[src/rtl/rv_decode_pkg.sv]
// RV32I decode definitions
package rv_decode_pkg;

    // field widths
    localparam int XLEN     = 32;
    localparam int OPCODE_W = 7;
    localparam int REG_W    = 5;
    localparam int FUNCT3_W = 3;
    localparam int FUNCT7_W = 7;
    localparam int SHAMT_W  = 5;
    localparam int FMT_W    = 3;
    localparam int CLS_W    = 4;

    typedef logic [XLEN-1:0]     word_t;
    typedef logic [OPCODE_W-1:0] opcode_t;
    typedef logic [REG_W-1:0]    reg_idx_t;
    typedef logic [FUNCT3_W-1:0] funct3_t;
    typedef logic [FUNCT7_W-1:0] funct7_t;
    typedef logic [SHAMT_W-1:0]  shamt_t;
    typedef logic [FMT_W-1:0]    imm_fmt_t;
    typedef logic [CLS_W-1:0]    op_class_t;

    // major opcodes, instr[6:0]
    localparam opcode_t OPC_LUI      = 7'b0110111;
    localparam opcode_t OPC_AUIPC    = 7'b0010111;
    localparam opcode_t OPC_JAL      = 7'b1101111;
    localparam opcode_t OPC_JALR     = 7'b1100111;
    localparam opcode_t OPC_BRANCH   = 7'b1100011;
    localparam opcode_t OPC_LOAD     = 7'b0000011;
    localparam opcode_t OPC_STORE    = 7'b0100011;
    localparam opcode_t OPC_OP_IMM   = 7'b0010011;
    localparam opcode_t OPC_OP       = 7'b0110011;
    localparam opcode_t OPC_MISC_MEM = 7'b0001111;
    localparam opcode_t OPC_SYSTEM   = 7'b1110011;

    // funct7 values allowed on shifts and OP
    localparam funct7_t FUNCT7_BASE = 7'b0000000;
    localparam funct7_t FUNCT7_ALT  = 7'b0100000;

    // immediate formats, NONE gives a zero immediate
    localparam imm_fmt_t FMT_NONE = 3'd0;
    localparam imm_fmt_t FMT_I    = 3'd1;
    localparam imm_fmt_t FMT_S    = 3'd2;
    localparam imm_fmt_t FMT_B    = 3'd3;
    localparam imm_fmt_t FMT_U    = 3'd4;
    localparam imm_fmt_t FMT_J    = 3'd5;

    // operation classes
    localparam op_class_t CLS_ILLEGAL   = 4'd0;
    localparam op_class_t CLS_LUI       = 4'd1;
    localparam op_class_t CLS_AUIPC     = 4'd2;
    localparam op_class_t CLS_JAL       = 4'd3;
    localparam op_class_t CLS_JALR      = 4'd4;
    localparam op_class_t CLS_BRANCH    = 4'd5;
    localparam op_class_t CLS_LOAD      = 4'd6;
    localparam op_class_t CLS_STORE     = 4'd7;
    localparam op_class_t CLS_ALU_IMM   = 4'd8;
    localparam op_class_t CLS_SHIFT_IMM = 4'd9;
    localparam op_class_t CLS_ALU_REG   = 4'd10;
    localparam op_class_t CLS_FENCE     = 4'd11;
    localparam op_class_t CLS_ECALL     = 4'd12;
    localparam op_class_t CLS_EBREAK    = 4'd13;

    // the only accepted SYSTEM words
    localparam word_t INSN_ECALL  = 32'h0000_0073;
    localparam word_t INSN_EBREAK = 32'h0010_0073;

endpackage

[src/rtl/rv_instr_classifier.sv]
// RV32I opcode classifier
module rv_instr_classifier
    import rv_decode_pkg::*;
(
    input  word_t     instr,
    output op_class_t cls,
    output imm_fmt_t  fmt,
    output logic      illegal,
    output logic      rd_used,
    output logic      rs1_used,
    output logic      rs2_used,
    output logic      funct7_used,
    output logic      shamt_used
);

    opcode_t opcode;
    funct3_t funct3;
    funct7_t funct7;

    // raw fields for the legality checks
    assign opcode = instr[6:0];
    assign funct3 = instr[14:12];
    assign funct7 = instr[31:25];

    always_comb
    begin
        // illegal until an opcode arm says otherwise
        cls         = CLS_ILLEGAL;
        fmt         = FMT_NONE;
        rd_used     = 1'b0;
        rs1_used    = 1'b0;
        rs2_used    = 1'b0;
        funct7_used = 1'b0;
        shamt_used  = 1'b0;

        case (opcode)
            OPC_LUI:
            begin
                cls     = CLS_LUI;
                fmt     = FMT_U;
                rd_used = 1'b1;
            end
            OPC_AUIPC:
            begin
                cls     = CLS_AUIPC;
                fmt     = FMT_U;
                rd_used = 1'b1;
            end
            OPC_JAL:
            begin
                cls     = CLS_JAL;
                fmt     = FMT_J;
                rd_used = 1'b1;
            end
            OPC_JALR:
            begin
                // only funct3 000 is defined
                if (funct3 == 3'b000)
                begin
                    cls      = CLS_JALR;
                    fmt      = FMT_I;
                    rd_used  = 1'b1;
                    rs1_used = 1'b1;
                end
            end
            OPC_BRANCH:
            begin
                // 010 and 011 are holes in the branch map
                if (funct3 != 3'b010 && funct3 != 3'b011)
                begin
                    cls      = CLS_BRANCH;
                    fmt      = FMT_B;
                    rs1_used = 1'b1;
                    rs2_used = 1'b1;
                end
            end
            OPC_LOAD:
            begin
                // lb lh lw lbu lhu
                if (funct3 inside {3'b000, 3'b001, 3'b010, 3'b100, 3'b101})
                begin
                    cls      = CLS_LOAD;
                    fmt      = FMT_I;
                    rd_used  = 1'b1;
                    rs1_used = 1'b1;
                end
            end
            OPC_STORE:
            begin
                // sb sh sw
                if (funct3 inside {3'b000, 3'b001, 3'b010})
                begin
                    cls      = CLS_STORE;
                    fmt      = FMT_S;
                    rs1_used = 1'b1;
                    rs2_used = 1'b1;
                end
            end
            OPC_OP_IMM:
            begin
                if (funct3 == 3'b001 || funct3 == 3'b101)
                begin
                    // slli needs base funct7, srli/srai may use alt
                    if (funct7 == FUNCT7_BASE ||
                        (funct3 == 3'b101 && funct7 == FUNCT7_ALT))
                    begin
                        cls         = CLS_SHIFT_IMM;
                        rd_used     = 1'b1;
                        rs1_used    = 1'b1;
                        funct7_used = 1'b1;
                        shamt_used  = 1'b1;
                    end
                end
                else
                begin
                    cls      = CLS_ALU_IMM;
                    fmt      = FMT_I;
                    rd_used  = 1'b1;
                    rs1_used = 1'b1;
                end
            end
            OPC_OP:
            begin
                // alt funct7 only for sub and sra
                if (funct7 == FUNCT7_BASE ||
                    (funct7 == FUNCT7_ALT && (funct3 == 3'b000 || funct3 == 3'b101)))
                begin
                    cls         = CLS_ALU_REG;
                    rd_used     = 1'b1;
                    rs1_used    = 1'b1;
                    rs2_used    = 1'b1;
                    funct7_used = 1'b1;
                end
            end
            OPC_MISC_MEM:
            begin
                // fence ordering fields are ignored
                cls = CLS_FENCE;
            end
            OPC_SYSTEM:
            begin
                // whole word must match, no csr support
                if (instr == INSN_ECALL)
                    cls = CLS_ECALL;
                else if (instr == INSN_EBREAK)
                    cls = CLS_EBREAK;
            end
            default:
            begin
                cls = CLS_ILLEGAL;
            end
        endcase
    end

    assign illegal = (cls == CLS_ILLEGAL);

endmodule

[src/rtl/rv_imm_gen.sv]
// RV32I immediate generator
module rv_imm_gen
    import rv_decode_pkg::*;
(
    input  word_t instr,
    output word_t imm_i,
    output word_t imm_s,
    output word_t imm_b,
    output word_t imm_u,
    output word_t imm_j
);

    logic sign;

    // every format sign-extends from bit 31
    assign sign = instr[31];

    // I type, imm[11:0] straight from the top
    assign imm_i = {{20{sign}}, instr[31:20]};

    // S type, split around rd position
    assign imm_s = {{20{sign}}, instr[31:25], instr[11:7]};

    // B type
    // bit 11 sits in instr[7], bit 0 implied zero
    assign imm_b = {
        {19{sign}},
        instr[31],
        instr[7],
        instr[30:25],
        instr[11:8],
        1'b0
    };

    // U type, low 12 bits cleared
    assign imm_u = {instr[31:12], 12'b0};

    // J type
    // scrambled 20 bit offset, halfword aligned
    assign imm_j = {
        {11{sign}},
        instr[31],
        instr[19:12],
        instr[20],
        instr[30:21],
        1'b0
    };

endmodule

[src/rtl/rv_decode_reg.sv]
// Decode output register
module rv_decode_reg
    import rv_decode_pkg::*;
(
    input  logic      clock,
    input  logic      rst_n,
    input  logic      in_valid,
    input  word_t     instr,
    input  op_class_t cls,
    input  imm_fmt_t  fmt,
    input  logic      illegal,
    input  logic      rd_used,
    input  logic      rs1_used,
    input  logic      rs2_used,
    input  logic      funct7_used,
    input  logic      shamt_used,
    input  word_t     imm_i,
    input  word_t     imm_s,
    input  word_t     imm_b,
    input  word_t     imm_u,
    input  word_t     imm_j,
    output logic      out_valid,
    output logic      out_illegal,
    output op_class_t out_cls,
    output reg_idx_t  out_rd,
    output reg_idx_t  out_rs1,
    output reg_idx_t  out_rs2,
    output funct3_t   out_funct3,
    output funct7_t   out_funct7,
    output shamt_t    out_shamt,
    output word_t     out_imm
);

    word_t    imm_sel;
    logic     funct3_used;
    reg_idx_t rd_next;
    reg_idx_t rs1_next;
    reg_idx_t rs2_next;
    funct3_t  funct3_next;
    funct7_t  funct7_next;
    shamt_t   shamt_next;

    // immediate mux by format
    always_comb
    begin
        case (fmt)
            FMT_I:   imm_sel = imm_i;
            FMT_S:   imm_sel = imm_s;
            FMT_B:   imm_sel = imm_b;
            FMT_U:   imm_sel = imm_u;
            FMT_J:   imm_sel = imm_j;
            default: imm_sel = '0;
        endcase
    end

    // funct3 carries meaning only for these classes
    always_comb
    begin
        case (cls)
            CLS_ILLEGAL, CLS_LUI, CLS_AUIPC, CLS_JAL,
            CLS_FENCE, CLS_ECALL, CLS_EBREAK:
                funct3_used = 1'b0;
            default:
                funct3_used = 1'b1;
        endcase
    end

    // unused fields forced to zero, nop style
    assign rd_next     = rd_used     ? instr[11:7]  : '0;
    assign rs1_next    = rs1_used    ? instr[19:15] : '0;
    assign rs2_next    = rs2_used    ? instr[24:20] : '0;
    assign funct3_next = funct3_used ? instr[14:12] : '0;
    assign funct7_next = funct7_used ? instr[31:25] : '0;
    // shamt shares bits with rs2
    assign shamt_next  = shamt_used  ? instr[24:20] : '0;

    always_ff @(posedge clock or negedge rst_n)
    begin
        if (!rst_n)
        begin
            out_valid   <= 1'b0;
            out_illegal <= 1'b0;
            out_cls     <= CLS_ILLEGAL;
            out_rd      <= '0;
            out_rs1     <= '0;
            out_rs2     <= '0;
            out_funct3  <= '0;
            out_funct7  <= '0;
            out_shamt   <= '0;
            out_imm     <= '0;
        end
        else
        begin
            // single cycle strobe, no stall
            out_valid <= in_valid;
            // payload holds between strobes
            if (in_valid)
            begin
                out_illegal <= illegal;
                out_cls     <= cls;
                out_rd      <= rd_next;
                out_rs1     <= rs1_next;
                out_rs2     <= rs2_next;
                out_funct3  <= funct3_next;
                out_funct7  <= funct7_next;
                out_shamt   <= shamt_next;
                out_imm     <= imm_sel;
            end
        end
    end

endmodule

[src/rtl/rv_decode_top.sv]
// RV32I decode stage top
module rv_decode_top
    import rv_decode_pkg::*;
(
    input  logic      clock,
    input  logic      rst_n,
    input  logic      in_valid,
    input  word_t     instr,
    output logic      out_valid,
    output logic      out_illegal,
    output op_class_t out_cls,
    output reg_idx_t  out_rd,
    output reg_idx_t  out_rs1,
    output reg_idx_t  out_rs2,
    output funct3_t   out_funct3,
    output funct7_t   out_funct7,
    output shamt_t    out_shamt,
    output word_t     out_imm
);

    // classifier results
    op_class_t cls;
    imm_fmt_t  fmt;
    logic      illegal;
    logic      rd_used;
    logic      rs1_used;
    logic      rs2_used;
    logic      funct7_used;
    logic      shamt_used;

    // immediate candidates
    word_t imm_i;
    word_t imm_s;
    word_t imm_b;
    word_t imm_u;
    word_t imm_j;

    // both decoders see the raw word in parallel
    rv_instr_classifier i_classifier (
        .instr       (instr),
        .cls         (cls),
        .fmt         (fmt),
        .illegal     (illegal),
        .rd_used     (rd_used),
        .rs1_used    (rs1_used),
        .rs2_used    (rs2_used),
        .funct7_used (funct7_used),
        .shamt_used  (shamt_used)
    );

    rv_imm_gen i_imm_gen (
        .instr (instr),
        .imm_i (imm_i),
        .imm_s (imm_s),
        .imm_b (imm_b),
        .imm_u (imm_u),
        .imm_j (imm_j)
    );

    // select, zero and register
    rv_decode_reg i_decode_reg (
        .clock       (clock),
        .rst_n       (rst_n),
        .in_valid    (in_valid),
        .instr       (instr),
        .cls         (cls),
        .fmt         (fmt),
        .illegal     (illegal),
        .rd_used     (rd_used),
        .rs1_used    (rs1_used),
        .rs2_used    (rs2_used),
        .funct7_used (funct7_used),
        .shamt_used  (shamt_used),
        .imm_i       (imm_i),
        .imm_s       (imm_s),
        .imm_b       (imm_b),
        .imm_u       (imm_u),
        .imm_j       (imm_j),
        .out_valid   (out_valid),
        .out_illegal (out_illegal),
        .out_cls     (out_cls),
        .out_rd      (out_rd),
        .out_rs1     (out_rs1),
        .out_rs2     (out_rs2),
        .out_funct3  (out_funct3),
        .out_funct7  (out_funct7),
        .out_shamt   (out_shamt),
        .out_imm     (out_imm)
    );

endmodule

[config.mk]
export PLATFORM = sky130hd
export DESIGN_NAME = rv_decode_top
export DESIGN_NICKNAME = d
export VERILOG_FILES = /design/src/rtl/rv_decode_pkg.sv /design/src/rtl/rv_instr_classifier.sv /design/src/rtl/rv_imm_gen.sv /design/src/rtl/rv_decode_reg.sv /design/src/rtl/rv_decode_top.sv
export SDC_FILE = /design/constraint.sdc
export NUM_CORES = 1
export LEC_CHECK = 0
export BUFFER_PORTS_ARGS = -buffer_cell sky130_fd_sc_hd__buf_2
export CELL_PAD_IN_SITES_DETAIL_PLACEMENT = 0
export CELL_PAD_IN_SITES_GLOBAL_PLACEMENT = 1
export CORE_UTILIZATION = 38
export CTS_CLUSTER_DIAMETER = 60
export DETAILED_ROUTE_END_ITERATION = 10
export HOLD_SLACK_MARGIN = 0.05
export PLACE_DENSITY_LB_ADDON = 0.1
export SETUP_SLACK_MARGIN = 0.2
export SLEW_MARGIN = 15
export SYNTH_ARGS = -nofsm -noshare
export SYNTH_HDL_FRONTEND = slang
export SYNTH_SLANG_ARGS = --single-unit
[constraint.sdc]
create_clock -name clock -period 1.2 [get_ports clock]
set_clock_uncertainty 0.1 [all_clocks]
set_input_delay 0.06 -clock clock [delete_from_list [all_inputs] [get_ports clock]]
set_output_delay 0.06 -clock clock [all_outputs]
set_load 0.05 [all_outputs]
==> summary by stage, run 1 <==
Clocking
After clock tree synthesis, the clock-pin slew on the worst setup and hold paths is about 0.08 ns. No sink is reached through more buffers than the 2 on the longest clock path. The cell at the root of the clock tree is sky130_fd_sc_hd__clkbuf_8. The clock tree from TritonCTS is yes. The clock latency on the worst-skew pair is ~0.34 ns.

Counting the buffers created by CTS gives 9. The clock tree synthesis step divided the H-tree into 3 levels. The number of sinks driven by the clock tree is between 60 and 70.

Critical path
In this design, the stage delay of the slowest critical-path cell is 0.28 ns. The arrival time reported for the critical path endpoint is 1.57 ns. The number of buffers and inverters on the critical path is 3. Grouping stages by cell kind, the critical path spends the most delay in simple AND/OR/NAND/NOR gates. Walking the worst path, the cells encountered are buf_8, buf_6, nor4_4, and4_4, nand3b_1, o21a_1, nor2_4, buf_12, a21oi_4.

At the worst endpoint, the required time is approximately 1.4 ns. The worst setup path is launched from an input pin. The standard cell with the maximum stage delay on the critical path is sky130_fd_sc_hd__and4_4. The highest net fanout along the worst path is 8. In this run the register-to-register setup slack is roughly 0.070 ns. The number of gates on the worst path with buffers counted is 9.

The worst setup path is of the input pin to flip-flop kind. For the worst flop-to-flop path, the logic depth is 5. The type of element capturing the critical path is a flip-flop.

Synthesis
The number of warnings printed during yosys synthesis is 0. The synthesized design contains 68 register bits. Of the post-synthesis cell area, the dominant cell type holds 0.5286.

The fraction of synthesis flops using an asynchronous set or reset pin is 1.000. The gate count after technology mapping is 304. After synthesis, the most frequently instantiated cells are sky130_fd_sc_hd__dfrtp_1, sky130_fd_sc_hd__a21oi_1, sky130_fd_sc_hd__a22o_1.

After synthesis, the largest family of logic cells by area is compound AO/OA/AOI/OAI gates. The sequential cell area fraction in the yosys report is 0.5286. The most numerous cell in the Yosys netlist is sky130_fd_sc_hd__dfrtp_1. The share of synthesized area spent on multiplexers is 0.003498. Of all cell types, the one taking the most synthesized area is sky130_fd_sc_hd__dfrtp_1. Each instance of the synthesized netlist takes up on average about 11 um^2. The number of nets in the synthesized netlist is between 300 and 400. The area share of xor/xnor cells in the synthesized design is 0.005441. The leading register cell type out of synthesis is sky130_fd_sc_hd__dfrtp_1. The adder and majority cell fraction of the synthesized area is 0. Summing every instance area after synthesis gives roughly 3200 um^2. After synthesis, the cell types taking the most area are sky130_fd_sc_hd__dfrtp_1, sky130_fd_sc_hd__a22o_1, sky130_fd_sc_hd__o2bb2ai_1.

The simple-gate portion of the synthesized area is 0.1582. The number of library cell types mapped by synthesis is 49. The compound-gate portion of the synthesized area was 0.2480. The synthesized design contains 0 enable-type register cells.

STA
The final hold violation count was 0. Setup repair after global routing could not meet its margin everywhere. Headroom to the max-slew limit came out at 0.6646. The final hold slack is ~0.053 ns. The number of max-slew violations in the final report is 0. After routing, the total negative slack on setup checks comes to -5.805 ns. Dividing the final minimum period by the clock period gives 1.163. Subtracting the final worst setup slack from the clock period gives 1.395 ns. At the pin with the least slew margin, the transition time is just over 0.5 ns. Setup violations remaining at the end of the flow were counted as 54.

The worst setup margin is -0.1954 ns. Static timing analysis puts the maximum clock frequency at ~720 MHz.

Drt
The via-per-instance ratio is around 5.3. The number of nets still failing antenna checks after routing is 0. After detailed routing, the average wire length per cell comes to 18.47 um.

After detailed routing, the number of remaining DRC violations is 0. After detailed routing, the total wire length is between 10 and 15 mm. The first detailed-routing pass ran for 4 iterations. The detailed router finished its first iteration with 142 violations. The via count is roughly 3,500.

Cells and area
The fill cell total of the finished layout is about 540. At the end of the flow, the number of nets in the layout was between 500 and 600. The proportion of layout cells with a drive suffix above 1 is 0.5950. The number of antenna diodes in the final layout is 0. The signed area change from the synthesized netlist to the final layout is 99.49%. The final design instance area without fill is ~6400 um^2. The area of the multi-input gates is around 1900 um^2. The total area of sequential cells is roughly 1700 um^2.

GRT
The global-route wire length before repair is around 19 mm. The overall global routing resource usage is 0.2832. The final global-route overflow total is 0. The number of global-route vias before repair is ~3,600. The number of antenna violations at the first check in global routing came to 0. Entering global routing, the biggest net connects 48 pins.

Floorplanning
The initial core utilization is 0.3918. The core box area is ~8200 um^2. For this design the top-level I/O count stands at between 100 and 150. The die span in y is between 90 and 100 um. The floorplan step set the die width to roughly 94 um.

The area enclosed by the die boundary is ~9000 um^2. The number of rows created at floorplan is 33.

Power
Dividing total power by cell area gives a power density of between 800 and 900 nW/um^2. The static power due to leakage is roughly 3 nW. The worst ir drop on vdd is roughly 540 uV.

Placement
Port buffering added just over 100 buffers. The setup slack after placement is -0.5974 ns. Detailed placement ended at an HPWL of ~7.3 mm.

The area of placed instances is between 4000 and 5000 um^2. The placer congestion estimate is 0.9250.

Flow run
The tool flagged a number of max-cap violations equal to 0.

Hold path
The worst hold path passes through 4 cells. The worst min-delay path class is input pin to flip-flop.

Run status
The flow ran to the end, but the final reports show violations. The final reports fail on negative setup slack.
cell families after synthesis:
logic type      after synthesis
buf+inv                      34
mux                           1
xor+xnor                      2
flops                        68
compound gates              103
simple gates                 96
routing by layer:
metal  GRT usage  routed length [um]  vias to the layer above
met3     0.05663                 547                       30
met2      0.4592                6001                      118
li1            -                   -                     1636
met1      0.3699                5468                     1758
met4      0.1128                 317                        0
met5           0                   0                        -
tightest hold or removal path, cell delays in order:
cell and delay, ns:
sky130_fd_sc_hd__buf_6 0.09, sky130_fd_sc_hd__buf_12 0.10, sky130_fd_sc_hd__buf_4 0.10, sky130_fd_sc_hd__a22o_1 0.11
per-stage QoR:
| step | std cells | util | power (W) |
|---|---|---|---|
| floorplan | 304 | - | 0.002805 |
| global placement | 560 | 0.5360 | 0.003201 |
| detailed placement | 560 | 0.5360 | 0.003204 |
| CTS | 644 | 0.7366 | 0.005398 |
| global route | 668 | 0.7816 | 0.005664 |
| finish | 668 | 0.7816 | 0.005469 |
where the power goes:
part	switching (W)	internal (W)	total (W)
clock network	0.000958	0.000965	0.00192
logic	0.000634	0.000536	0.00117
registers	0.0000382	0.00234	0.00238
total	0.00163	0.00384	0.00547
timing repair:
item                                    in CTS  in global routing
hold buffers                                27                  0
endpoints found under the hold margin      115                  0
cloned                                       1                  1
resized for setup                          224                 30
setup buffers                               40                 23
endpoints found under the setup margin     129                129
pin swaps                                   29                 27
sequential cells by signal, indices dropped and copies added (netlist names):
register / count
i_decode_reg.out_shamt: 5
i_decode_reg.out_funct7: 7
i_decode_reg.out_rs1: 5
i_decode_reg.out_imm: 32
i_decode_reg.out_valid: 1
i_decode_reg.out_illegal: 1
i_decode_reg.out_rs2: 5
i_decode_reg.out_cls: 4
i_decode_reg.out_funct3: 3
i_decode_reg.out_rd: 5
cell usage in the layout, fill, tap and decap left out, drive strengths merged, types with 11 or more instances in the layout:
cell	instances
a22o	24
dlygate4sd3	27
buf	237
a21oi	28
inv	12
nand3	11
nor2	21
dfrtp	68
o2bb2ai	18
nand2	20
final cells by class:
class | instances | area share
Clock buffer | 9 | 0.01929
Multi-Input combinational cell | 202 | 0.2905
Timing Repair Buffer | 265 | 0.3861
Clock inverter | 7 | 0.01169
Tap cell | 105 | 0.02046
Inverter | 12 | 0.007013
Sequential cell | 68 | 0.2650
worst paths after layout:
| check | start | endpoint |
|---|---|---|
| max | instr[3] | i_decode_reg.out_imm[17] |
| min | instr[14] | i_decode_reg.out_funct3[2] |
| max reg2reg | i_decode_reg.out_imm[11] | i_decode_reg.out_imm[11] |
| min reg2reg | i_decode_reg.out_imm[1] | i_decode_reg.out_imm[1] |
| max in group asynchronous | rst_n | i_decode_reg.out_valid |
| min in group asynchronous | rst_n | i_decode_reg.out_funct7[4] |
(Power assumes the default switching activity.)
==> inputs of run 2 (changes only) <==
MAX_ROUTING_LAYER = met4   (was default)
TNS_END_PERCENT = 30   (was default)
==> run 2 against run 1 <==
  * The run still ends with negative setup slack left
  * Count of clock-buffer cells in the layout unchanged
  * Critical path depth unchanged
  * Via count down 5.8%
  * Register-to-register slack better by 0.17 ns
  * Global-route usage up 0.17 points
  * Critical endpoint is now i_decode_reg.out_imm[27]
  * Largest power group is now the clock network
  * Highest routed layer unchanged
==> summary by stage, run 2 (same netlist as run 1, synthesis figures left out) <==
STA
The number of setup violations in the final report is 54. The worst pin sits at a relative slew slack of 0.7532. Of the available clock period, the critical path in the final layout requires 1.120. The number of max-slew violations in the final report came to 0.

The final hold violation count came to 0. Setup repair after global routing could not meet its margin everywhere. The achievable clock frequency is around 740 MHz. Once routing completed, OpenROAD measured the worst setup slack at -0.1440 ns. The final critical delay including setup and external delays is ~1.3 ns.

The measured slew at the worst slew-check pin is approximately 0.37 ns.

Hold path
The worst min-delay path class is input pin to asynchronous set/reset pin.

Floorplanning
The area enclosed by the die boundary is a little under 9000 um^2. The die is around 94 um wide. The number of top-level design ports is ~100. The number of rows created at floorplan is 33. The die span in y is approximately 94 um. After floorplanning, the core was sized to cover 8217 um^2. The initial core utilization is 0.3918.

Power
The static power due to leakage is 2.815 nW. Summing internal, switching and leakage power gives 0.006002 W. Power spread over the standard cell area amounts to approximately 960 nW/um^2. The worst ir drop on vdd is between 600 and 700 uV.

GRT
The first global-routing pass estimated 18.13 mm of wire. In the global route stage, overall resource usage came out at 0.2849. Global routing finished with a remaining overflow of 0. The number of global-route vias before repair is between 3,000 and 4,000. The pin count of the biggest net entering global routing is roughly 50. The number of antenna violations at the first check in global routing came to 0.

Drt
For this run, design rule violations remaining after detail routing come to 0. Detailed routing inserted a total of around 3,300 vias. After detailed routing, the average wire length per cell comes to between 15 and 20 um.

The number of nets still failing antenna checks after routing is 0. For this block, the routed nets add up to 11.82 mm of wire. After detailed routing, the number of vias per cell comes to between 5 and 6. For this block, the initial DRC count from the detailed router was between 100 and 150. The iteration count of the initial detailed-routing pass is 4.

Placement
The number of cells in the design after placement is 570. Summed over all nets, the half-perimeter wirelength after detailed placement is around 7.6 mm. The setup slack after placement is -0.6468 ns.

During placement, the flow inserted port buffers numbering ~100. Routability-driven placement finished with a final weighted congestion of around 0.93.

Run status
The flow ran to the end, but the final reports show violations. The checks that failed: negative setup slack.

Cells and area
The proportion of layout cells with a drive suffix above 1 is 0.5638. The largest registers in the layout are i_decode_reg.out_imm x32, i_decode_reg.out_funct7 x7. The library cell used most frequently in the layout, excluding fill and tap cells, is sky130_fd_sc_hd__buf_6. Leaving out filler cells and counting taps, the final layout contains between 600 and 700. The signed area change from the synthesized netlist to the final layout is 95.03%. 0 antenna diodes ended up in the layout.

For this run, the post-layout net count is roughly 560. The register with the most flip-flops in the layout has 32 of them. In the layout the commonest cells are sky130_fd_sc_hd__buf_6, sky130_fd_sc_hd__buf_4, sky130_fd_sc_hd__dfrtp_1, sky130_fd_sc_hd__dlygate4sd3_1, sky130_fd_sc_hd__buf_2. The register name with the most flops is i_decode_reg.out_imm.

The fill cell total of the finished layout is between 500 and 600.

Critical path
The slack of the worst reg-to-reg path is about 0.24 ns. The type of element capturing the critical path is a flip-flop. For the worst setup path, the data required time is between 1 and 1.5 ns. The arrival time reported for the critical path endpoint is 1.47 ns. The nature of the critical path startpoint is an input pin. The critical path class is input pin to flip-flop. The highest net fanout along the worst path is 11.

Clocking
TritonCTS built the clock tree. In this run the clock root is driven by a sky130_fd_sc_hd__clkbuf_8. The later pin in the worst-skew pair is clocked with a latency of approximately 0.33 ns.

The H-tree was split into 3 levels. The clock transition time at the flip-flop clock pins of the worst setup and hold paths is approximately 0.07 ns. No sink is reached through more buffers than the 2 on the longest clock path. The clock drives between 60 and 70 sinks. Counting the buffers created by CTS gives 9.

Flow run
The tool flagged a number of max-cap violations equal to 0.
-- run 2: final timing paths --
path | to | cells after the start | from
min in group clock | i_decode_reg.out_funct7[1] | 3 | in_valid
max in group asynchronous | i_decode_reg.out_imm[25] | 3 | rst_n
worst min-delay path | i_decode_reg.out_funct7[3] | 2 | rst_n
worst min register to register | i_decode_reg.out_imm[21] | 1 | i_decode_reg.out_imm[21]
worst max register to register | i_decode_reg.out_imm[11] | 4 | i_decode_reg.out_imm[11]
worst max-delay path | i_decode_reg.out_imm[27] | 9 | instr[3]
-- run 2: worst max-delay path, cell delays in order --
cell and delay [ns]:
sky130_fd_sc_hd__buf_8 0.10, sky130_fd_sc_hd__buf_4 0.13, sky130_fd_sc_hd__buf_4 0.15, sky130_fd_sc_hd__o2111ai_2 0.18, sky130_fd_sc_hd__and3_4 0.26, sky130_fd_sc_hd__a21oi_4 0.07
sky130_fd_sc_hd__buf_12 0.16, sky130_fd_sc_hd__a21oi_1 0.25, sky130_fd_sc_hd__o2bb2ai_4 0.09
-- run 2: metal layers --
layer | wire length [um] | track usage | part of all wire | vias to the layer above
met4 | 204 | 0.09615 | 0.017 | 0
li1 | - | - | - | 1572
met5 | 0 | - | 0 | -
met2 | 5858 | 0.4477 | 0.50 | 89
met3 | 318 | 0.04369 | 0.027 | 22
met1 | 5434 | 0.3762 | 0.46 | 1654
-- run 2: final cells by class --
cell class,count,area [um^2],share of cell area
clock inverter,6,136.4,0.02172
sequential,68,1702,0.2710
inverter,12,45.04,0.007174
clock buffer,9,123.9,0.01973
multi-input combinational,202,1931,0.3075
tap,105,131.4,0.02092
timing repair buffer,228,2210,0.3519
-- run 2: through the flow --
stage	TNS (ns)	cell area [um^2]	hold WS (ns)	util
finish	-3.995	6279	0.001135	0.7641
global route	-6.835	6279	0.02076	0.7641
CTS	-3.003	5956	-0.01156	0.7248
detailed placement	-33.08	4473	-0.1851	0.5444
global placement	-32.91	4473	-0.1870	0.5444
floorplan	-13.42	3309	-0.3356	-
-- run 2: report_power, final --
group          total, W  internal [W]  switching, W
clock           0.00250       0.00159      0.000911
combinational   0.00113      0.000503      0.000623
sequential      0.00238       0.00234     0.0000396
total           0.00600       0.00443       0.00157
-- run 2: what timing repair did --
action | in CTS | in global routing
cloned | 1 | 1
endpoints found under the setup margin | 129 | 129
gates resized for setup | 216 | 47
pin swaps | 24 | 25
hold endpoints to repair | 117 | 7
setup buffers | 12 | 0
hold buffers | 30 | 1
